==> src/hw/fetch_defs.svh <==
`ifndef FETCH_DEFS_SVH
`define FETCH_DEFS_SVH

// first fetch address out of reset
`define FETCH_PC_RESET 32'h1c00_0000

// andi r0, r0, 0
// fills an unused or squashed slot
`define FETCH_INST_NOP 32'h0340_0000

// entries in the instruction queue
`define FETCH_QUEUE_DEPTH 8

// opcode byte inst[31:24] of the serializing classes
`define FETCH_OP_IBAR 8'h38
`define FETCH_OP_CSR 8'h04
`define FETCH_OP_TLB 8'h06

`endif

==> src/hw/fetch_pkg.sv <==
package fetch_pkg;

    // one fetch packet as held in the instruction queue
    typedef struct packed {
        logic [31:0] pc;
        logic [31:0] inst0;
        logic [31:0] inst1;
        logic [1:0]  excp;
    } fetch_packet_t;

    // predecode result for a packet
    typedef enum logic [1:0] {
        NONE = 2'd0,
        IBAR = 2'd1,
        CSR  = 2'd2,
        TLB  = 2'd3
    } serial_kind_t;

    // align stage serialization FSM
    typedef enum logic [2:0] {
        IDLE            = 3'b000,
        WAIT_EX_IBAR    = 3'b001,
        WAIT_EX_CSR     = 3'b010,
        WAIT_CACHE_IDLE = 3'b011,
        WAIT_CSR_DONE   = 3'b100,
        WAIT_TLB_DONE   = 3'b101,
        WAIT_EX_TLB     = 3'b111
    } serial_state_t;

endpackage

==> src/hw/fetch_pc_gen.sv <==
`include "fetch_defs.svh"

module fetch_pc_gen (
    input  logic        clk,
    input  logic        rstn,
    input  logic        flush,
    input  logic [31:0] flush_pc,
    input  logic        serial_redirect,
    input  logic [31:0] serial_pc,
    input  logic        fetch_hold,
    input  logic        nearly_full,
    output logic        icache_req,
    output logic [31:0] icache_pc,
    output logic        req_live,
    output logic [31:0] icache_pc_q
);

    logic [31:0] fetch_pc;
    logic [31:0] seq_pc;
    logic        req_en;

    // next 8-byte boundary, drops bit 2 of an unaligned target
    assign seq_pc = {fetch_pc[31:3] + 29'd1, 3'b000};

    // no request in a redirect cycle, fetch_pc is about to change
    assign icache_req = req_en && !fetch_hold && !nearly_full && !flush && !serial_redirect;
    assign icache_pc  = fetch_pc;

    always_ff @(posedge clk) begin
        if (!rstn) begin
            fetch_pc <= `FETCH_PC_RESET;
            req_en   <= 1'b0;
            req_live <= 1'b0;
        end else begin
            req_en   <= 1'b1;
            req_live <= icache_req;
            if (flush) begin
                fetch_pc <= flush_pc;
            end else if (serial_redirect) begin
                fetch_pc <= serial_pc;
            end else if (icache_req) begin
                fetch_pc <= seq_pc;
            end
        end
    end

    // pc of the request being answered this cycle
    always_ff @(posedge clk) begin
        if (icache_req) begin
            icache_pc_q <= fetch_pc;
        end
    end

endmodule

==> src/hw/fetch_align_stage.sv <==
`include "fetch_defs.svh"

module fetch_align_stage (
    input  logic                     clk,
    input  logic                     rstn,
    input  logic                     flush,
    input  logic                     icache_rvalid,
    input  logic                     req_live,
    input  logic [31:0]              icache_pc_q,
    input  logic [31:0]              icache_inst0,
    input  logic [31:0]              icache_inst1,
    input  logic [1:0]               icache_excp,
    input  logic                     ex_ibar,
    input  logic                     ex_csr,
    input  logic                     ex_tlb,
    input  logic                     cache_idle,
    input  logic                     csr_done,
    input  logic                     tlb_done,
    output logic                     pkt_valid,
    output fetch_pkg::fetch_packet_t pkt,
    output logic                     fetch_hold,
    output logic                     serial_redirect,
    output logic [31:0]              serial_pc
);

    fetch_pkg::serial_state_t state_q;
    fetch_pkg::serial_state_t state_d;
    fetch_pkg::serial_kind_t  kind0;
    fetch_pkg::serial_kind_t  kind1;
    fetch_pkg::serial_kind_t  pkt_kind;
    logic                     accept;
    logic [31:0]              slot0;
    logic [31:0]              slot1;
    logic [31:0]              slot1_final;
    logic [31:0]              resume_pc;

    function automatic fetch_pkg::serial_kind_t predecode(input logic [31:0] inst);
        fetch_pkg::serial_kind_t kind;
        case (inst[31:24])
            `FETCH_OP_IBAR: kind = fetch_pkg::IBAR;
            `FETCH_OP_CSR:  kind = fetch_pkg::CSR;
            `FETCH_OP_TLB:  kind = fetch_pkg::TLB;
            default:        kind = fetch_pkg::NONE;
        endcase
        return kind;
    endfunction

    // stale answers carry req_live low; a held stage takes nothing
    assign accept = icache_rvalid && req_live && (state_q == fetch_pkg::IDLE) && !flush;

    // upper word goes first when the pc points at it
    always_comb begin
        if (icache_pc_q[2]) begin
            slot0 = icache_inst1;
            slot1 = `FETCH_INST_NOP;
        end else begin
            slot0 = icache_inst0;
            slot1 = icache_inst1;
        end
    end

    assign kind0 = predecode(slot0);
    assign kind1 = predecode(slot1);

    // serializing slot 0 squashes slot 1 and resumes right after it
    always_comb begin
        if (kind0 != fetch_pkg::NONE) begin
            pkt_kind    = kind0;
            slot1_final = `FETCH_INST_NOP;
            resume_pc   = icache_pc_q + 32'd4;
        end else begin
            pkt_kind    = kind1;
            slot1_final = slot1;
            resume_pc   = icache_pc_q + 32'd8;
        end
    end

    always_ff @(posedge clk) begin
        if (!rstn || flush) begin
            pkt_valid <= 1'b0;
        end else begin
            pkt_valid <= accept;
        end
    end

    always_ff @(posedge clk) begin
        if (accept) begin
            pkt.pc    <= icache_pc_q;
            pkt.inst0 <= slot0;
            pkt.inst1 <= slot1_final;
            pkt.excp  <= icache_excp;
        end
    end

    // resume point of the pending serializing instruction
    always_ff @(posedge clk) begin
        if (accept && (pkt_kind != fetch_pkg::NONE)) begin
            serial_pc <= resume_pc;
        end
    end

    always_ff @(posedge clk) begin
        if (!rstn || flush) begin
            state_q <= fetch_pkg::IDLE;
        end else begin
            state_q <= state_d;
        end
    end

    always_comb begin
        state_d         = state_q;
        serial_redirect = 1'b0;
        case (state_q)
            fetch_pkg::IDLE: begin
                if (accept) begin
                    case (pkt_kind)
                        fetch_pkg::IBAR: state_d = fetch_pkg::WAIT_EX_IBAR;
                        fetch_pkg::CSR:  state_d = fetch_pkg::WAIT_EX_CSR;
                        fetch_pkg::TLB:  state_d = fetch_pkg::WAIT_EX_TLB;
                        default:         state_d = fetch_pkg::IDLE;
                    endcase
                end
            end
            fetch_pkg::WAIT_EX_IBAR: begin
                if (ex_ibar) state_d = fetch_pkg::WAIT_CACHE_IDLE;
            end
            fetch_pkg::WAIT_EX_CSR: begin
                if (ex_csr) state_d = fetch_pkg::WAIT_CSR_DONE;
            end
            fetch_pkg::WAIT_EX_TLB: begin
                if (ex_tlb) state_d = fetch_pkg::WAIT_TLB_DONE;
            end
            // side effect finished, send fetch to the resume pc
            fetch_pkg::WAIT_CACHE_IDLE: begin
                if (cache_idle) begin
                    state_d         = fetch_pkg::IDLE;
                    serial_redirect = !flush;
                end
            end
            fetch_pkg::WAIT_CSR_DONE: begin
                if (csr_done) begin
                    state_d         = fetch_pkg::IDLE;
                    serial_redirect = !flush;
                end
            end
            fetch_pkg::WAIT_TLB_DONE: begin
                if (tlb_done) begin
                    state_d         = fetch_pkg::IDLE;
                    serial_redirect = !flush;
                end
            end
            default: state_d = fetch_pkg::IDLE;
        endcase
    end

    assign fetch_hold = (state_q != fetch_pkg::IDLE);

endmodule

==> src/hw/fetch_inst_queue.sv <==
`include "fetch_defs.svh"

module fetch_inst_queue #(
    parameter type payload_t = fetch_pkg::fetch_packet_t,
    parameter int  DEPTH     = `FETCH_QUEUE_DEPTH
) (
    input  logic     clk,
    input  logic     rstn,
    input  logic     flush,
    input  logic     push,
    input  payload_t push_data,
    input  logic     pop_ready,
    output logic     pop_valid,
    output payload_t pop_data,
    output logic     nearly_full
);

    localparam int PW = (DEPTH > 1) ? $clog2(DEPTH) : 1;
    localparam int CW = $clog2(DEPTH + 1);

    payload_t      mem [DEPTH];
    logic [PW-1:0] wr_ptr;
    logic [PW-1:0] rd_ptr;
    logic [CW-1:0] count;
    logic          full;
    logic          do_push;
    logic          do_pop;

    // wrap for any depth, not only powers of two
    function automatic logic [PW-1:0] ptr_next(input logic [PW-1:0] ptr);
        if (ptr == PW'(DEPTH - 1)) begin
            return '0;
        end
        return ptr + 1'b1;
    endfunction

    assign full        = (count == CW'(DEPTH));
    assign pop_valid   = (count != '0);
    assign pop_data    = mem[rd_ptr];
    assign do_push     = push && !full;
    assign do_pop      = pop_valid && pop_ready;
    // two slots left for the request in flight and the stage register
    assign nearly_full = (count >= CW'(DEPTH - 2));

    always_ff @(posedge clk) begin
        if (!rstn || flush) begin
            wr_ptr <= '0;
            rd_ptr <= '0;
            count  <= '0;
        end else begin
            if (do_push) wr_ptr <= ptr_next(wr_ptr);
            if (do_pop) rd_ptr <= ptr_next(rd_ptr);
            case ({do_push, do_pop})
                2'b10:   count <= count + 1'b1;
                2'b01:   count <= count - 1'b1;
                default: count <= count;
            endcase
        end
    end

    always_ff @(posedge clk) begin
        if (do_push) begin
            mem[wr_ptr] <= push_data;
        end
    end

endmodule

==> src/hw/fetch_top.sv <==
module fetch_top (
    input  logic        clk,
    input  logic        rstn,
    input  logic        flush,
    input  logic [31:0] flush_pc,
    input  logic        icache_rvalid,
    input  logic [31:0] icache_inst0,
    input  logic [31:0] icache_inst1,
    input  logic [1:0]  icache_excp,
    input  logic        ex_ibar,
    input  logic        ex_csr,
    input  logic        ex_tlb,
    input  logic        cache_idle,
    input  logic        csr_done,
    input  logic        tlb_done,
    input  logic        inst_ready,
    output logic        icache_req,
    output logic [31:0] icache_pc,
    output logic        inst_valid,
    output logic [31:0] inst_pc,
    output logic [31:0] inst0,
    output logic [31:0] inst1,
    output logic [1:0]  inst_excp
);

    logic                     req_live;
    logic [31:0]              icache_pc_q;
    logic                     fetch_hold;
    logic                     serial_redirect;
    logic [31:0]              serial_pc;
    logic                     nearly_full;
    logic                     pkt_valid;
    fetch_pkg::fetch_packet_t pkt;
    fetch_pkg::fetch_packet_t q_data;

    fetch_pc_gen u_pc_gen (
        .clk             (clk),
        .rstn            (rstn),
        .flush           (flush),
        .flush_pc        (flush_pc),
        .serial_redirect (serial_redirect),
        .serial_pc       (serial_pc),
        .fetch_hold      (fetch_hold),
        .nearly_full     (nearly_full),
        .icache_req      (icache_req),
        .icache_pc       (icache_pc),
        .req_live        (req_live),
        .icache_pc_q     (icache_pc_q)
    );

    fetch_align_stage u_align (
        .clk             (clk),
        .rstn            (rstn),
        .flush           (flush),
        .icache_rvalid   (icache_rvalid),
        .req_live        (req_live),
        .icache_pc_q     (icache_pc_q),
        .icache_inst0    (icache_inst0),
        .icache_inst1    (icache_inst1),
        .icache_excp     (icache_excp),
        .ex_ibar         (ex_ibar),
        .ex_csr          (ex_csr),
        .ex_tlb          (ex_tlb),
        .cache_idle      (cache_idle),
        .csr_done        (csr_done),
        .tlb_done        (tlb_done),
        .pkt_valid       (pkt_valid),
        .pkt             (pkt),
        .fetch_hold      (fetch_hold),
        .serial_redirect (serial_redirect),
        .serial_pc       (serial_pc)
    );

    fetch_inst_queue #(
        .payload_t (fetch_pkg::fetch_packet_t)
    ) u_queue (
        .clk         (clk),
        .rstn        (rstn),
        .flush       (flush),
        .push        (pkt_valid),
        .push_data   (pkt),
        .pop_ready   (inst_ready),
        .pop_valid   (inst_valid),
        .pop_data    (q_data),
        .nearly_full (nearly_full)
    );

    // decode side takes the packet as loose fields
    assign inst_pc   = q_data.pc;
    assign inst0     = q_data.inst0;
    assign inst1     = q_data.inst1;
    assign inst_excp = q_data.excp;

endmodule

==> config.mk <==
export PLATFORM = sky130hd
export DESIGN_NAME = fetch_top
export DESIGN_NICKNAME = d
export VERILOG_FILES = /design/src/hw/fetch_pkg.sv /design/src/hw/fetch_pc_gen.sv /design/src/hw/fetch_align_stage.sv /design/src/hw/fetch_inst_queue.sv /design/src/hw/fetch_top.sv
export VERILOG_INCLUDE_DIRS = /design/src /design/src/hw
export SDC_FILE = /design/constraint.sdc
export NUM_CORES = 1
export LEC_CHECK = 0
export ABC_AREA = 0
export BUFFER_PORTS_ARGS = -buffer_cell sky130_fd_sc_hd__buf_2
export CAP_MARGIN = 15
export CORE_MARGIN = 1.5
export CORE_UTILIZATION = 60
export DETAILED_ROUTE_END_ITERATION = 8
export PLACE_DENSITY = 0.89
export SLEW_MARGIN = 10
export SYNTH_ARGS = -nofsm -noshare
export SYNTH_HDL_FRONTEND = slang
export SYNTH_SLANG_ARGS = --single-unit
==> constraint.sdc <==
create_clock -name clk -period 11.7 [get_ports clk]
set_input_delay 0.585 -clock clk [delete_from_list [all_inputs] [get_ports clk]]
set_output_delay 0.585 -clock clk [all_outputs]
set_load 0.02 [all_outputs]
Word-level counts from Yosys, hierarchy flattened --
Memories as Yosys holds them, arrays and structs flattened. A register that Yosys moved wholly into a read port is not among the register bits. Index checks and enable logic that the tools add are counted.
Word-level totals: flip-flop bits (word level) 210, bits in writable memories 784, bits of input ports 109, output and inout bits 132, memories 1
Memory list:
- u_queue.mem | words 8, bits a word 98, read ports 1, clocked after Yosys merged registers in 1, write ports 1, RTL line fetch_inst_queue.sv:21 | payload_t mem [DEPTH];
Cells by class: add/sub/neg operators 7, order comparisons 1, equality and inequality tests 27, mux-type cells 38, reduce and logical (&&, ||, !) cells 26
Operator list (number):
- 32-bit 2-to-1 mux | 6
- 3-bit 2-to-1 mux | 13
- 32-bit by 3-bit adder with 32-bit output, second input constant | 1
- 32-bit by 4-bit adder with 32-bit output, second input constant | 1
- 8-bit by 3-bit == test with 1-bit output, second input constant | 4
- 29-bit by 1-bit adder with 29-bit output, second input constant | 1
- 3-bit one-hot mux with 7 select lines | 1
- 8-bit by 6-bit == test with 1-bit output, second input constant | 2
- 3-bit == test, second input constant | 5
- 1-bit 2-to-1 mux | 12
- 2-bit != test, second input constant | 6
- 2-bit one-hot mux with 3 select lines | 2
- 1-bit logical AND | 10
- 3-bit one-hot mux with 3 select lines | 1
- 4-bit one-hot mux with 2 select lines | 1
- 7-bit AND reduction | 1
- 3-bit by 1-bit adder with 3-bit output, second input constant | 2
- 2-bit == test, second input constant | 3
- 3-bit by 2-bit == test with 1-bit output, second input constant | 2
- 1-bit zero test | 6
- 2-bit nonzero test | 3
- 3-bit nonzero test | 2
- 4-bit by 1-bit adder with 4-bit output, second input constant | 1
- 2-bit by 1-bit == test with 1-bit output, second input constant | 2
- other kinds (11) | 11

Depth between registers and ports, before layout --
depth in word-level cells 9, gate-level depth with buffers 10

Modules after synthesis --
Synthesis repeated with hierarchy kept, for this count alone.
Unflattened totals: cells, all modules 1904, area total of the unflattened synthesis 39147.5 um2
Modules (own cells, without submodules):
- fetch_inst_queue | times used 1, cells an instance 1214, area each 30220.2 um2, sequential area each 23802.8 um2
- fetch_align_stage | times used 1, cells an instance 379, area each 5709.2 um2, sequential area each 3983.8 um2
- fetch_pc_gen | times used 1, cells an instance 311, area each 3218.1 um2, sequential area each 1641.6 um2

Least setup slack after synthesis --
Ideal clock, no wire load.
path type input port to flip-flop, from in flush, to reg u_align.serial_pc[0], enable pin, data arrival time 10.395 ns, required time 11.230 ns, setup slack 0.834 ns, cell stages on the path 4, path buffers 2, cell sequence clkbuf_1 clkbuf_1 nor3_1 a21boi_0
On the way: cells in the longest elaborated chain, start to end 3
Ends and longest elaborated chain:
- start, declared | RTL line fetch_top.sv:4 | input logic flush,
- 1-bit zero test | RTL line fetch_align_stage.sv:49 | assign accept = icache_rvalid && req_live && (state_q == fetch_pkg::IDLE) && !flush;
- 1-bit logical AND | RTL line fetch_align_stage.sv:49
- named net u_align.accept | RTL line fetch_align_stage.sv:31 | logic accept;
- 1-bit logical AND | RTL line fetch_align_stage.sv:97 | if (accept && (pkt_kind != fetch_pkg::NONE)) begin
- end signal, assigned | RTL line fetch_align_stage.sv:98 | serial_pc <= resume_pc;
- end, declared | RTL line fetch_align_stage.sv:23 | output logic [31:0] serial_pc
The timed path passes the listed nets, and every way through them passes these cells. A chain may end at the register's enable or synchronous reset.

==> results.toml <==
[synth]
syn_area_um2 = 39090
synthCells = 1958
avgSynthCellArea_um2 = 19.96
netlist-cell-type-count = 64
number_of_synthesized_flops_with_an_enable_pin = 946
dominantRegCellSynth = "edfxtp_1"
syn_nets = 2079
asyncSetResetFlopFracSynth = 0
postSynthRegisterBits = 997
synth_sequential_area_ratio = 0.7529
ys.warnings.count = 0

[final_layout]
num-fill-cells = 3724
post_route_cells_drive_above_1_share = 0.3333
area_growth_pct = 13.78
final_cell_mix = "edfxtp_1, buf_2, mux4_2, mux2_2, clkbuf_16"
final_core_utilization = 0.6899
layout_commonest_cell = "edfxtp_1"
finish.net_count = 2351

[sta]
final.setup.worst_slack_ns = 7.341
layout_min_cycle_time_ns = 4.359
report.final.hold_viol_count = 0
worst_slew_pin_slew_ns = 1.143
period_share = 0.3726
timing.slew.headroom = 0.2383
timing_max_transition_violations_final = 0
final-setup-viol-count = 0
whs_ns = 0.1099
fin_worst_skew_ns = 0.01692
setup_total_negative_slack_ns = 0
fmax_mhz = 229.4
grt_setup_unrepaired = "false"

[power_and_ir_drop]
irDropWorstVdd_v = 0.0001200
static-leakage-power_nw = 14.28
total_power_mw = 7.221
p_per_area_nw_per_um2 = 162.4

[global_routing]
gr-usage-all-layers = 0.2729
maximum_number_of_pins_on_one_net_before_global_route_repair = 117
grt_first_pass_wirelength_um = 134300
initial_antenna_violation_count = 5
aggregate_global_routing_overflow = 0
number_of_global_route_vias_before_repair = 21420

[min_path]
min-delay-path-class = "in2reg"

[setup_path]
worst_setup_path_start_kind = "flip-flop"
required_ns = 11.12
critical_path.max_fanout = 72
endpoint_kind = "output port"
cp.arrival_ns = 3.77
critPathKind = "reg2out"

[routing]
route.antenna.remaining_nets = 0
post_drt_wl_per_cell_um = 28.69
drt-pass1-iter-count = 6
avgViaCountPerCell = 6.534
totalWireLength_um = 90780
detailroute.via_count = 20670
dr.first_iter.drc_count = 2340
drc_violations_left = 0

[floorplan]
die-height_um = 258.2
die-width_um = 258.2
die_area_um2 = 66680
initial_utilization = 0.6063
num_rows = 93
floorplan.core_area_um2 = 64460
io-pin-count = 241

[clocking]
worst_setup_hold_path_clk_slew_ns = 0.06
ctsLongestPathBuffers = 3
deepest_level_of_the_cts_h_tree = 3
clock_tree_from_tritoncts = "done"
clock-sinks = 997
cts_post_setup_buffers_inserted = 0
number_of_buffers_created_by_cts = 94
clock-root-buffer = "clkbuf_16"
quantity_of_gates_resized_following_cts = 0
clock_insertion_delay_worst_skew_ns = 0.65
cts_hold_bufs = 0

[status]
status = "complete, no violations"

[place]
detailedPlacementHpwl_um = 49270
io_buffer_count = 240
gpl.final_weighted_congestion = 0.9146
detailedPlace.worstSlack_ns = 7.779

[flow_run]
max-cap-violations = 0
power breakdown:
| group | total (mW) | internal (mW) | switching [mW] |
|---|---|---|---|
| Combinational | 0.145 | 0.0577 | 0.0870 |
| Clock | 3.16 | 1.82 | 1.33 |
| Sequential | 3.92 | 3.89 | 0.0340 |
| Total | 7.22 | 5.77 | 1.45 |
critical path, stage by stage, from the launching register on:
cell and delay (ns):
dfxtp_4 1.05, buf_4 0.94, mux4_2 0.44, mux2_2 0.32, buf_2 0.17
per-layer routing:
| metal | up-vias | track usage | wire length [µm] |
|---|---|---|---|
| met4 | 0 | 0.08545 | 2288 |
| met1 | 10580 | 0.3590 | 33680 |
| met3 | 173 | 0.05184 | 8323 |
| li1 | 8579 | - | - |
| met2 | 1336 | 0.4665 | 46480 |
| met5 | - | 0 | 0 |
cells by family (layout without fill, tap and decap cells):
group,after synthesis,after routing,share of synthesized area
and+or+nand+nor,305,305,0.04072
DFF,997,997,0.7529
adders and majority gates,12,12,0.004033
buffers and inverters,109,458,0.01152
other,0,2,0
muxes,347,347,0.1558
xor gates and xnor gates,40,40,0.008963
AOI/OAI and AO/OA,148,148,0.02606
synthesized netlist by cell type (16+ instances only):
master	instances	area, µm²
nor4_1	19	118.9
mux2_2	131	1475
clkbuf_1	63	236.5
nand2_1	82	307.8
buf_2	19	95.09
mux2i_1	20	200.2
a21oi_1	24	120.1
o21ai_0	33	165.2
mux4_2	196	4414
dfxtp_1	51	1021
xnor2_1	22	192.7
edfxtp_1	946	28410
and2_1	31	193.9
xor2_1	18	157.7
nor2_1	33	123.9
nand3_1	30	150.1
inv_1	16	60.06
nor3_1	40	200.2
per-stage QoR:
stage | cells | area [µm²]
after floorplan | 1958 | 39090
after global placement | 2989 | 41280
after detailed placement | 2989 | 41280
after CTS | 3162 | 44470
after global routing | 3163 | 44470
final | 3164 | 44470
flip-flops by register name, summed over array words and instances (netlist names), 3 cells and up, named ones only:
signal                flops
u_queue.mem             784
u_align.pkt              98
u_align.serial_pc        32
u_pc_gen.icache_pc       32
u_pc_gen.icache_pc_q     32
u_queue.count             4
u_align.state_q           3
u_queue.rd_ptr            3
u_queue.wr_ptr            3
final timing paths:
check                                              from                      end  slack, ns  depth (start not counted)
worst max-delay path                          flip-flop                 inst1[4]       7.34                          4
worst min-delay path                     icache_excp[0]           u_align.pkt[0]       0.11                          1
worst max register to register  u_pc_gen.icache_pc_q[2]    u_align.serial_pc[27]       7.90                          6
worst min register to register    u_pc_gen.icache_pc[1]  u_pc_gen.icache_pc_q[1]       0.47                          0
layout make-up:
type	instances	area [µm²]	area share
repair buffers	268	1424	0.03202
inverters	17	66.31	0.001491
clock inverters	65	728.2	0.01637
multi-input cells	852	9284	0.2088
flip-flops and latches	997	29440	0.6620
diodes	2	5.005	0.0001125
clock buffers	108	2456	0.05523
well taps	855	1070	0.02405
Power figures use the tool's default switching activity.
